===== src/design/decodePkg.sv =====
`default_nettype none

package decodePkg;

    // Field and word widths
    localparam int InstrWidth = 32;
    localparam int XLen = 32;
    localparam int RegIdxWidth = 5;
    localparam int Funct3Width = 3;
    localparam int Funct7Width = 7;
    localparam int OpcodeWidth = 7;
    localparam int AluOpWidth = 5;

    typedef logic [InstrWidth-1:0] instrT;
    typedef logic [XLen-1:0] wordT;
    typedef logic [RegIdxWidth-1:0] regIdxT;
    typedef logic [Funct3Width-1:0] funct3T;
    typedef logic [OpcodeWidth-1:0] opcodeT;

    // RV32 base opcode map, low two bits always 11
    localparam opcodeT OpLui = 7'b0110111;
    localparam opcodeT OpAuipc = 7'b0010111;
    localparam opcodeT OpJal = 7'b1101111;
    localparam opcodeT OpJalr = 7'b1100111;
    localparam opcodeT OpBranch = 7'b1100011;
    localparam opcodeT OpLoad = 7'b0000011;
    localparam opcodeT OpStore = 7'b0100011;
    localparam opcodeT OpImm = 7'b0010011;
    // Shared by base OP and the M extension
    localparam opcodeT OpReg = 7'b0110011;
    localparam opcodeT OpSystem = 7'b1110011;

    // Legal func7 values
    localparam logic [Funct7Width-1:0] Func7Base = 7'b0000000;
    localparam logic [Funct7Width-1:0] Func7Alt = 7'b0100000;
    localparam logic [Funct7Width-1:0] Func7MulDiv = 7'b0000001;

    // Exact ALU operation seen by execute
    typedef enum logic [AluOpWidth-1:0] {
        AluAnd = 5'd0,
        AluOr = 5'd1,
        AluAdd = 5'd2,
        AluXor = 5'd3,
        AluSub = 5'd4,
        AluSll = 5'd6,
        AluSrl = 5'd7,
        AluSra = 5'd8,
        AluSlt = 5'd9,
        AluSltu = 5'd10,
        AluMul = 5'd11,
        AluMulh = 5'd12,
        AluMulhsu = 5'd13,
        AluMulhu = 5'd14,
        AluDiv = 5'd15,
        AluDivu = 5'd16,
        AluRem = 5'd17,
        AluRemu = 5'd18,
        // Operand B straight through, used by LUI
        AluPassB = 5'd19
    } aluOpT;

    // Immediate layouts
    typedef enum logic [2:0] {
        ImmNone,
        ImmI,
        ImmS,
        ImmB,
        ImmU,
        ImmJ
    } immFmtT;

endpackage

`default_nettype wire


===== src/design/controlDecoder.sv =====
`timescale 1ns/1ps
`default_nettype none

module controlDecoder import decodePkg::*;
(
    input wire instrT instr,
    output aluOpT aluOp,
    output logic aluSrcImm,
    output logic aluSrcPc,
    output logic memRead,
    output logic memWrite,
    output logic regWrite,
    output logic memToReg,
    output logic branch,
    output logic jump,
    output logic system,
    output logic illegal
);

    opcodeT opcode;
    funct3T funct3;
    logic [Funct7Width-1:0] funct7;

    // Instruction fields
    assign opcode = instr[6:0];
    assign funct3 = instr[14:12];
    assign funct7 = instr[31:25];

    always_comb
    begin
        // Defaults describe a harmless add
        aluOp = AluAdd;
        aluSrcImm = 1'b0;
        aluSrcPc = 1'b0;
        memRead = 1'b0;
        memWrite = 1'b0;
        regWrite = 1'b0;
        memToReg = 1'b0;
        branch = 1'b0;
        jump = 1'b0;
        system = 1'b0;
        illegal = 1'b0;

        // Every supported opcode ends in 11, so other lengths fall to default
        case (opcode)
            OpLui:
            begin
                aluOp = AluPassB;
                aluSrcImm = 1'b1;
                regWrite = 1'b1;
            end
            OpAuipc:
            begin
                aluSrcImm = 1'b1;
                aluSrcPc = 1'b1;
                regWrite = 1'b1;
            end
            // Target is pc + imm, link written to rd
            OpJal:
            begin
                aluSrcImm = 1'b1;
                aluSrcPc = 1'b1;
                regWrite = 1'b1;
                jump = 1'b1;
            end
            OpJalr:
            begin
                aluSrcImm = 1'b1;
                regWrite = 1'b1;
                jump = 1'b1;
                illegal = (funct3 != 3'b000);
            end
            OpBranch:
            begin
                branch = 1'b1;
                // Compare kind picked by func3
                case (funct3)
                    3'b000, 3'b001: aluOp = AluSub;
                    3'b100, 3'b101: aluOp = AluSlt;
                    3'b110, 3'b111: aluOp = AluSltu;
                    default: illegal = 1'b1;
                endcase
            end
            OpLoad:
            begin
                aluSrcImm = 1'b1;
                memRead = 1'b1;
                regWrite = 1'b1;
                memToReg = 1'b1;
                // lb, lh, lw, lbu, lhu only
                illegal = (funct3 == 3'b011) || (funct3 == 3'b110) || (funct3 == 3'b111);
            end
            OpStore:
            begin
                aluSrcImm = 1'b1;
                memWrite = 1'b1;
                illegal = (funct3[2] || funct3 == 3'b011);
            end
            OpImm:
            begin
                aluSrcImm = 1'b1;
                regWrite = 1'b1;
                case (funct3)
                    3'b000: aluOp = AluAdd;
                    3'b010: aluOp = AluSlt;
                    3'b011: aluOp = AluSltu;
                    3'b100: aluOp = AluXor;
                    3'b110: aluOp = AluOr;
                    3'b111: aluOp = AluAnd;
                    // Shift immediates carry func7 in the upper bits
                    3'b001:
                    begin
                        aluOp = AluSll;
                        illegal = (funct7 != Func7Base);
                    end
                    default:
                    begin
                        if (funct7 == Func7Base)
                            aluOp = AluSrl;
                        else if (funct7 == Func7Alt)
                            aluOp = AluSra;
                        else
                            illegal = 1'b1;
                    end
                endcase
            end
            OpReg:
            begin
                regWrite = 1'b1;
                case (funct7)
                    Func7Base:
                    begin
                        case (funct3)
                            3'b000: aluOp = AluAdd;
                            3'b001: aluOp = AluSll;
                            3'b010: aluOp = AluSlt;
                            3'b011: aluOp = AluSltu;
                            3'b100: aluOp = AluXor;
                            3'b101: aluOp = AluSrl;
                            3'b110: aluOp = AluOr;
                            default: aluOp = AluAnd;
                        endcase
                    end
                    // Only sub and sra use the alternate func7
                    Func7Alt:
                    begin
                        case (funct3)
                            3'b000: aluOp = AluSub;
                            3'b101: aluOp = AluSra;
                            default: illegal = 1'b1;
                        endcase
                    end
                    // M extension group
                    Func7MulDiv:
                    begin
                        case (funct3)
                            3'b000: aluOp = AluMul;
                            3'b001: aluOp = AluMulh;
                            3'b010: aluOp = AluMulhsu;
                            3'b011: aluOp = AluMulhu;
                            3'b100: aluOp = AluDiv;
                            3'b101: aluOp = AluDivu;
                            3'b110: aluOp = AluRem;
                            default: aluOp = AluRemu;
                        endcase
                    end
                    default: illegal = 1'b1;
                endcase
            end
            OpSystem:
            begin
                // ecall has imm 0, ebreak imm 1; rd, rs1 and func3 all zero
                system = 1'b1;
                illegal = (instr[31:21] != '0) || (instr[19:7] != '0);
            end
            default: illegal = 1'b1;
        endcase

        // Illegal words must not touch state
        if (illegal)
        begin
            aluOp = AluAdd;
            aluSrcImm = 1'b0;
            aluSrcPc = 1'b0;
            memRead = 1'b0;
            memWrite = 1'b0;
            regWrite = 1'b0;
            memToReg = 1'b0;
            branch = 1'b0;
            jump = 1'b0;
            system = 1'b0;
        end
    end

    // Load and store are exclusive for every word
    always_comb
    begin
        assert (!(memRead && memWrite))
            else $error("memRead and memWrite both set for %h", instr);
    end

endmodule

`default_nettype wire


===== src/design/immediateGenerator.sv =====
`timescale 1ns/1ps
`default_nettype none

module immediateGenerator import decodePkg::*;
(
    input wire instrT instr,
    output wordT imm
);

    opcodeT opcode;
    immFmtT fmt;

    assign opcode = instr[6:0];

    // Format lookup from the opcode
    always_comb
    begin
        case (opcode)
            OpImm, OpLoad, OpJalr, OpSystem: fmt = ImmI;
            OpStore: fmt = ImmS;
            OpBranch: fmt = ImmB;
            OpLui, OpAuipc: fmt = ImmU;
            OpJal: fmt = ImmJ;
            // Register ops and unknown words carry no immediate
            default: fmt = ImmNone;
        endcase
    end

    // Sign bit is always instr[31]
    always_comb
    begin
        case (fmt)
            ImmI:
                imm = {{20{instr[31]}}, instr[31:20]};
            ImmS:
                imm = {{20{instr[31]}}, instr[31:25], instr[11:7]};
            // Branch offset in halfwords, bit 0 implied zero
            ImmB:
                imm = {{19{instr[31]}}, instr[31], instr[7], instr[30:25],
                       instr[11:8], 1'b0};
            // Upper 20 bits, low 12 cleared
            ImmU:
                imm = {instr[31:12], 12'b0};
            ImmJ:
                imm = {{11{instr[31]}}, instr[31], instr[19:12], instr[20],
                       instr[30:21], 1'b0};
            default:
                imm = '0;
        endcase
    end

endmodule

`default_nettype wire


===== src/design/decodeIssue.sv =====
`timescale 1ns/1ps
`default_nettype none

module decodeIssue import decodePkg::*;
(
    input wire clk,
    input wire rst,
    input wire inValid,
    output logic inReady,
    input wire instrT instr,
    // Results of the two decoders
    input wire aluOpT decAluOp,
    input wire decAluSrcImm,
    input wire decAluSrcPc,
    input wire decMemRead,
    input wire decMemWrite,
    input wire decRegWrite,
    input wire decMemToReg,
    input wire decBranch,
    input wire decJump,
    input wire decSystem,
    input wire decIllegal,
    input wire wordT decImm,
    output logic outValid,
    input wire outReady,
    // Registered bundle
    output regIdxT rd,
    output regIdxT rs1,
    output regIdxT rs2,
    output funct3T funct3,
    output wordT imm,
    output aluOpT aluOp,
    output logic aluSrcImm,
    output logic aluSrcPc,
    output logic memRead,
    output logic memWrite,
    output logic regWrite,
    output logic memToReg,
    output logic branch,
    output logic jump,
    output logic system,
    output logic illegal
);

    logic accept;

    // Slot frees up when empty or draining this edge
    assign inReady = !outValid || outReady;
    assign accept = inValid && inReady;

    always_ff @(posedge clk or posedge rst)
    begin
        if (rst)
            outValid <= 1'b0;
        else if (inReady)
            outValid <= inValid;
    end

    // Controls cleared by reset
    always_ff @(posedge clk or posedge rst)
    begin
        if (rst)
        begin
            aluOp <= AluAnd;
            aluSrcImm <= 1'b0;
            aluSrcPc <= 1'b0;
            memRead <= 1'b0;
            memWrite <= 1'b0;
            regWrite <= 1'b0;
            memToReg <= 1'b0;
            branch <= 1'b0;
            jump <= 1'b0;
            system <= 1'b0;
            illegal <= 1'b0;
        end
        else if (accept)
        begin
            aluOp <= decAluOp;
            aluSrcImm <= decAluSrcImm;
            aluSrcPc <= decAluSrcPc;
            memRead <= decMemRead;
            memWrite <= decMemWrite;
            regWrite <= decRegWrite;
            memToReg <= decMemToReg;
            branch <= decBranch;
            jump <= decJump;
            system <= decSystem;
            illegal <= decIllegal;
        end
    end

    // Payload fields, straight from the instruction
    always_ff @(posedge clk)
    begin
        if (accept)
        begin
            rd <= instr[11:7];
            rs1 <= instr[19:15];
            rs2 <= instr[24:20];
            funct3 <= instr[14:12];
            imm <= decImm;
        end
    end

    // A stalled bundle stays put until taken
    assert property (@(posedge clk) disable iff (rst)
        (outValid && !outReady) |=> (outValid && $stable({rd, rs1, rs2, funct3, imm,
            aluOp, aluSrcImm, aluSrcPc, memRead, memWrite, regWrite, memToReg,
            branch, jump, system, illegal})))
        else $error("bundle changed while stalled");

    // Nothing offered on the first edge out of reset
    assert property (@(posedge clk) $past(rst) |-> !outValid)
        else $error("outValid high right after reset");

endmodule

`default_nettype wire


===== src/design/rvDecode.sv =====
`timescale 1ns/1ps
`default_nettype none

module rvDecode import decodePkg::*;
(
    input wire clk,
    input wire rst,
    input wire inValid,
    output logic inReady,
    input wire instrT inInstr,
    output logic outValid,
    input wire outReady,
    output regIdxT rd,
    output regIdxT rs1,
    output regIdxT rs2,
    output funct3T funct3,
    output wordT imm,
    output aluOpT aluOp,
    output logic aluSrcImm,
    output logic aluSrcPc,
    output logic memRead,
    output logic memWrite,
    output logic regWrite,
    output logic memToReg,
    output logic branch,
    output logic jump,
    output logic system,
    output logic illegal
);

    // Combinational decoder results
    aluOpT decAluOp;
    logic decAluSrcImm;
    logic decAluSrcPc;
    logic decMemRead;
    logic decMemWrite;
    logic decRegWrite;
    logic decMemToReg;
    logic decBranch;
    logic decJump;
    logic decSystem;
    logic decIllegal;
    wordT decImm;

    // Control path
    controlDecoder i_controlDecoder (
        .instr(inInstr),
        .aluOp(decAluOp),
        .aluSrcImm(decAluSrcImm),
        .aluSrcPc(decAluSrcPc),
        .memRead(decMemRead),
        .memWrite(decMemWrite),
        .regWrite(decRegWrite),
        .memToReg(decMemToReg),
        .branch(decBranch),
        .jump(decJump),
        .system(decSystem),
        .illegal(decIllegal)
    );

    // Immediate path, in parallel
    immediateGenerator i_immediateGenerator (
        .instr(inInstr),
        .imm(decImm)
    );

    // One-entry issue register
    decodeIssue i_decodeIssue (
        .clk(clk),
        .rst(rst),
        .inValid(inValid),
        .inReady(inReady),
        .instr(inInstr),
        .decAluOp(decAluOp),
        .decAluSrcImm(decAluSrcImm),
        .decAluSrcPc(decAluSrcPc),
        .decMemRead(decMemRead),
        .decMemWrite(decMemWrite),
        .decRegWrite(decRegWrite),
        .decMemToReg(decMemToReg),
        .decBranch(decBranch),
        .decJump(decJump),
        .decSystem(decSystem),
        .decIllegal(decIllegal),
        .decImm(decImm),
        .outValid(outValid),
        .outReady(outReady),
        .rd(rd),
        .rs1(rs1),
        .rs2(rs2),
        .funct3(funct3),
        .imm(imm),
        .aluOp(aluOp),
        .aluSrcImm(aluSrcImm),
        .aluSrcPc(aluSrcPc),
        .memRead(memRead),
        .memWrite(memWrite),
        .regWrite(regWrite),
        .memToReg(memToReg),
        .branch(branch),
        .jump(jump),
        .system(system),
        .illegal(illegal)
    );

endmodule

`default_nettype wire


===== config.mk =====
export PLATFORM = sky130hd
export DESIGN_NAME = rvDecode
export DESIGN_NICKNAME = d
export VERILOG_FILES = /design/src/design/decodePkg.sv /design/src/design/controlDecoder.sv /design/src/design/immediateGenerator.sv /design/src/design/decodeIssue.sv /design/src/design/rvDecode.sv
export SDC_FILE = /design/constraint.sdc
export NUM_CORES = 1
export LEC_CHECK = 0
export ABC_AREA = 1
export BUFFER_PORTS_ARGS = -buffer_cell sky130_fd_sc_hd__buf_4
export CORE_MARGIN = 2
export CORE_UTILIZATION = 37
export DETAILED_ROUTE_END_ITERATION = 7
export GPL_TIMING_DRIVEN = 0
export PLACE_DENSITY = 0.71
export SLEW_MARGIN = 30
export SYNTH_ARGS = -nofsm -noshare
export SYNTH_HDL_FRONTEND = slang
export SYNTH_HIERARCHICAL = 1
export SYNTH_SLANG_ARGS = --single-unit
export TNS_END_PERCENT = 30

===== constraint.sdc =====
create_clock -name clk -period 3.8 [get_ports clk]
set_input_delay 0 -clock clk [delete_from_list [all_inputs] [get_ports clk]]
set_output_delay 0 -clock clk [all_outputs]
set_load 0.1 [all_outputs]

# Word-level counts from Yosys, hierarchy flattened
# Index checks and enable logic that the tools add are counted.
[word_totals]
input_bits = 36
regBits = 65
elab_cells = 102
[op_classes]
eq_ne = 24
n_reduce_logical = 27
mux = 35
[ops]
columns = ["cell", "count"]
rows = [
  ["case mux 32 bit (5 select lines)", 1],
  ["case mux 5 bit (7 select lines)", 2],
  ["equality test 7 x 6 -> 1 bit, second input constant", 4],
  ["equality test 7 bit, second input constant", 4],
  ["case mux 4 bit (7 select lines)", 1],
  ["2-to-1 mux 1 bit", 20],
  ["case mux 5 bit (4 select lines)", 1],
  ["equality test 3 bit, second input constant", 6],
  ["OR reduction 2 bit", 8],
  ["case mux 3 bit (5 select lines)", 1],
  ["case mux 5 bit (3 select lines)", 1],
  ["equality test 7 x 5 -> 1 bit, second input constant", 2],
  ["OR reduction 7 bit", 2],
  ["nonzero test 13 bit", 1],
  ["equality test 3 x 2 -> 1 bit, second input constant", 4],
  ["case mux 4 bit (3 select lines)", 1],
  ["OR reduction 6 bit", 2],
  ["nonzero test 11 bit", 1],
  ["2-to-1 mux 5 bit", 2],
  ["case mux 1 bit (8 select lines)", 1],
  ["case mux 4 bit (2 select lines)", 1],
  ["equality test 7 x 1 -> 1 bit, second input constant", 1],
  ["equality test 7 x 2 -> 1 bit, second input constant", 1],
  ["logical NOT 7 bit", 1],
  ["other kinds (11)", 17],
]

# Longest topological paths before layout
[logic_depth]
ltp_word = 6
ltp_mapped = 14
mapped_depth_nobuf = 13

# By module
# The synthesis kept the hierarchy.
[by_module_without_submodules]
columns = ["mod", "cells_each", "seq_area_each_um2", "n_inst", "area_per_inst_um2"]
rows = [
  ["decodeIssue", 121, 1901.8, 1, 2164.6],
  ["immediateGenerator", 184, 0.0, 1, 882.1],
  ["controlDecoder", 163, 0.0, 1, 812.0],
]

# Worst setup path before layout
# No wires, ideal clock.
[synth_timing]
path_kind = "reg2reg"
from = "register i_decodeIssue.outValid"
to = "register i_decodeIssue.funct3[0] (enable)"
path_slack_ns = 1.158
setup_time_ns = 0.404
stages_incl_launch_ff = 5
arrival_ns = 2.238
path_cell_list = "dfrtp_1 nand2_4 nand2_4 buf_8 inv_1"
[synth_between]
elab_chain_cells = 3
[synth_lines]
columns = ["item", "line", "text"]
rows = [
  ["start, declared", "decodeIssue.sv:24", "output logic outValid,"],
  ["start signal, assigned", "decodeIssue.sv:56", "outValid <= inValid;"],
  ["logical NOT 1 bit", "decodeIssue.sv:48", "assign inReady = !outValid || outReady;"],
  ["logical OR 1 bit", "decodeIssue.sv:48", ""],
  ["logical AND 1 bit", "decodeIssue.sv:49", "assign accept = inValid && inReady;"],
  ["net i_decodeIssue.accept", "decodeIssue.sv:45", "logic accept;"],
  ["end signal, assigned", "decodeIssue.sv:100", "funct3 <= instr[14:12];"],
  ["end, declared", "decodeIssue.sv:30", "output funct3T funct3,"],
]
# The timed path passes the listed nets, and every way through them passes these cells.
# A chain may end at the register's enable or synchronous reset.

# Worst setup path after layout
[layout_timing]
from = "input port inInstr[29]"
to = "register i_decodeIssue.memToReg"
[layout_between]
elab_chain_cells = 6
[layout_lines]
columns = ["item", "line", "text"]
rows = [
  ["start, declared", "rvDecode.sv:10", "input wire instrT inInstr,"],
  ["equality test 7 x 6 -> 1 bit", "controlDecoder.sv:120, controlDecoder.sv:130", ""],
  ["2-to-1 mux 1 bit", "controlDecoder.sv:120", "else if (funct7 == Func7Alt)"],
  ["2-to-1 mux 1 bit", "controlDecoder.sv:118", "if (funct7 == Func7Base)"],
  ["case mux 1 bit (2 select lines)", "controlDecoder.sv:103", "case (funct3)"],
  ["case mux 1 bit (8 select lines) (*)", "controlDecoder.sv:45", "case (opcode)"],
  ["net decIllegal", "rvDecode.sv:42", "logic decIllegal;"],
  ["2-to-1 mux 1 bit (*)", "n/a", ""],
  ["net decMemRead", "rvDecode.sv:35", "logic decMemRead;"],
  ["end signal, assigned", "decodeIssue.sv:84", "memToReg <= decMemToReg;"],
  ["end, declared", "decodeIssue.sv:38", "output logic memToReg,"],
]
# Mark *: on every way through the listed nets, which the timed path passes. The rest lies on a longest branch.

==> qor.csv <==
metric,value,unit
synth_edf_count,50,
hp-class,in -> reg,
grt_overflow,0,
nFillCells,957,
post-route-period-util,48.7,%
cts_buffers,9,
grt_pass1_vias,3394,
finalPower,0.00184,W
required,4.10,ns
initialDrtViolationCount,366,
syn_inst,468,
diodes,0,
ir_worst_vdd,145,uV
ctsHoldBuffers,24,
cp-start-kind,input port,
drt-vias-per-instance,4.72,
synthTopCellsByCount,"nand2_1 (142), nand3_1 (70), nor2_1 (60)",
routedWlPerCell,13.4,um
clk_latency,0.35,ns
clockRootBuffer,clkbuf_8,
vias,3515,
clock-sinks,66,
synth_top_area_share,38.9,%
die_height,106,um
cp.arrival,2.15,ns
seq_area,0.00190,mm^2
rsz0062_at_grt,false,
worstMarginPinSlew,0.618,ns
yosys.area.top_type,edfxtp_1,
cts_tree,built,
synth_cell_types,27,
cts_resized,0,
syn_area_per_cell,8.25,um^2
async_flop_share,24.2,%
synthToLayoutAreaGrowth,34.3,%
synth_ff_type,edfxtp_1,
rows,37,
crit_top_cell,nor2_1,
gp_congestion,0.867,
worstPathMaxFanout,10,
start_util,37.7,%
wirelength,9980,um
slew_viol_final,0,
syn-num-nets,504,
fmax,0.540,GHz
post_cts_buffers,0,
postRouteAntennaNets,0,
ys_seq_area_share,49.3,%
slowest_delay,0.54,ns
track_usage,18.3,%
cp-end-kind,flop,
drc_errors,0,
die_w,106,um
final.setup_skew,0.0136,ns
htree_num_levels,3,
ctsLongestPathBuffers,2,
hpwlAfterDp,7180,um
crit_path_cell_trace,dlygate4sd3_1 > buf_4 > nor2_4 > nand2_2 > nor2_1 > nor2_1 > nand2_1 > nor2_1 > nor2_2 > nand2_4 > nor2_2 > buf_4 > nand3_1 > nand2_1,
multi_input_comb_area,0.00169,mm^2
die_area,0.0113,mm^2
ios,103,
relSlewSlack,58.7,%
crit_path_top_delay_cell,dlygate4sd3_1,
finalSetupViolations,0,
grt_pass1_wl,16100,um
synth-seq-cells,66,
post-synth-top-count-cell,nand2_1,
clk_pin_slew,0.07,ns
grt_max_degree,51,
syn_area,0.00386,mm^2
period_needed,1.85,ns
p_leak,2.60,nW
critPathKind,in -> reg,
powerDensity,355,mW/mm^2
synth_area_leaders,"edfxtp_1 (39%), nand2_1 (14%), dfrtp_1 (10%)",
drt-pass1-iter-count,4,
hold_viol,0,
coreArea,0.0102,mm^2
buffer_ports.inserted,101,
status,"complete, no violations",
final_util,50.7,%
maxCapViolCount,0,
nets,640,
yosysWarnings,6,
antenna_found_initial,0,
tns,0,ns
drive_above_1_share,32.0,%
-- final cells by class --
cell class              count  area share [%]
multi-input cells         348            32.5
plain buffers              15            2.41
repair buffers            125            19.3
clock inverters             4           0.362
well taps                 136            3.28
flip-flops and latches     66            36.7
inverters                  39            2.87
clock buffers              12            2.61
-- metal layers --
layer  up-vias  wire length, um  global-route usage, %
met3        11              515                   4.72
met1      1610             4370                   23.7
met5         -                0                      0
li1       1790                -                      -
met2       104             4950                   29.7
met4         0              149                   6.11
-- cells in the final DEF, fill, tap and decap left out, drive strengths merged --
| cell | n |
|---|---|
| a22o | 1 |
| clkbuf | 12 |
| dfrtp | 16 |
| o21ai | 8 |
| edfxtp | 50 |
| nand3 | 73 |
| nor2 | 86 |
| nand4 | 3 |
| nor3 | 2 |
| inv | 39 |
| nand2 | 169 |
| clkinv | 4 |
| o31ai | 1 |
| dlygate4sd3 | 24 |
| buf | 116 |
| a21oi | 4 |
| or2 | 1 |
-- path summary, 6_finish.rpt --
check                           slack (ns)  depth (start not counted)                          startpoint                                  to
worst max-delay path                  1.95                         14                         inInstr[29]  i_decodeIssue/memToReg$_DFFE_PP0P_
max in group asynchronous             3.11                          3                                 rst    i_decodeIssue/branch$_DFFE_PP0P_
worst min register to register        0.48                          2  i_decodeIssue/aluOp[4]$_DFFE_PP0P_  i_decodeIssue/aluOp[4]$_DFFE_PP0P_
worst min-delay path                  0.03                          3                         inInstr[27]      i_decodeIssue/imm[7]$_DFFE_PP_
min in group asynchronous             0.29                          3                                 rst  i_decodeIssue/aluOp[1]$_DFFE_PP0P_
worst max register to register        2.14                          4  i_decodeIssue/outValid$_DFFE_PP0P_     i_decodeIssue/imm[30]$_DFFE_PP_
-- power breakdown --
part	switching, W	total, W	internal, W	leakage (nW)
combinational	0.000401	0.000518	0.000117	1.81
clock	0.000259	0.000491	0.000232	0.0816
sequential	0.0000125	0.000832	0.000820	0.708
-- worst max-delay path: cells and delay by family --
family	cells	cell delay, ns
simple gates	11	1.34
buf+inv	3	0.82
-- cell families after synthesis --
group                  count (synthesis)  synth area share, %
AOI/OAI and AO/OA                     14                 2.11
buffers and inverters                 54                 7.04
DFF                                   66                 49.3
and+or+nand+nor                      334                 41.6
-- flip-flops by register name (all words and copies together), names as in the netlist, 3 cells and up --
signal,count
i_decodeIssue/aluOp,5
i_decodeIssue/rs2,5
i_decodeIssue/imm,32
i_decodeIssue/rs1,5
i_decodeIssue/rd,5
i_decodeIssue/funct3,3
-- per-stage QoR --
stage | cell area [um^2] | hold slack, ns | std cells | setup slack (ns)
3_5_place_dp | 4790 | 0.122 | 705 | 2.14
2_1_floorplan | 3860 | -0.0863 | 468 | 1.16
3_3_place_gp | 4790 | 0.0909 | 705 | 1.25
5_1_grt | 5180 | 0.0151 | 745 | 1.86
6_report | 5180 | 0.0268 | 745 | 1.95
4_1_cts | 5180 | 0.0115 | 745 | 1.98
(Power assumes the default switching activity.)
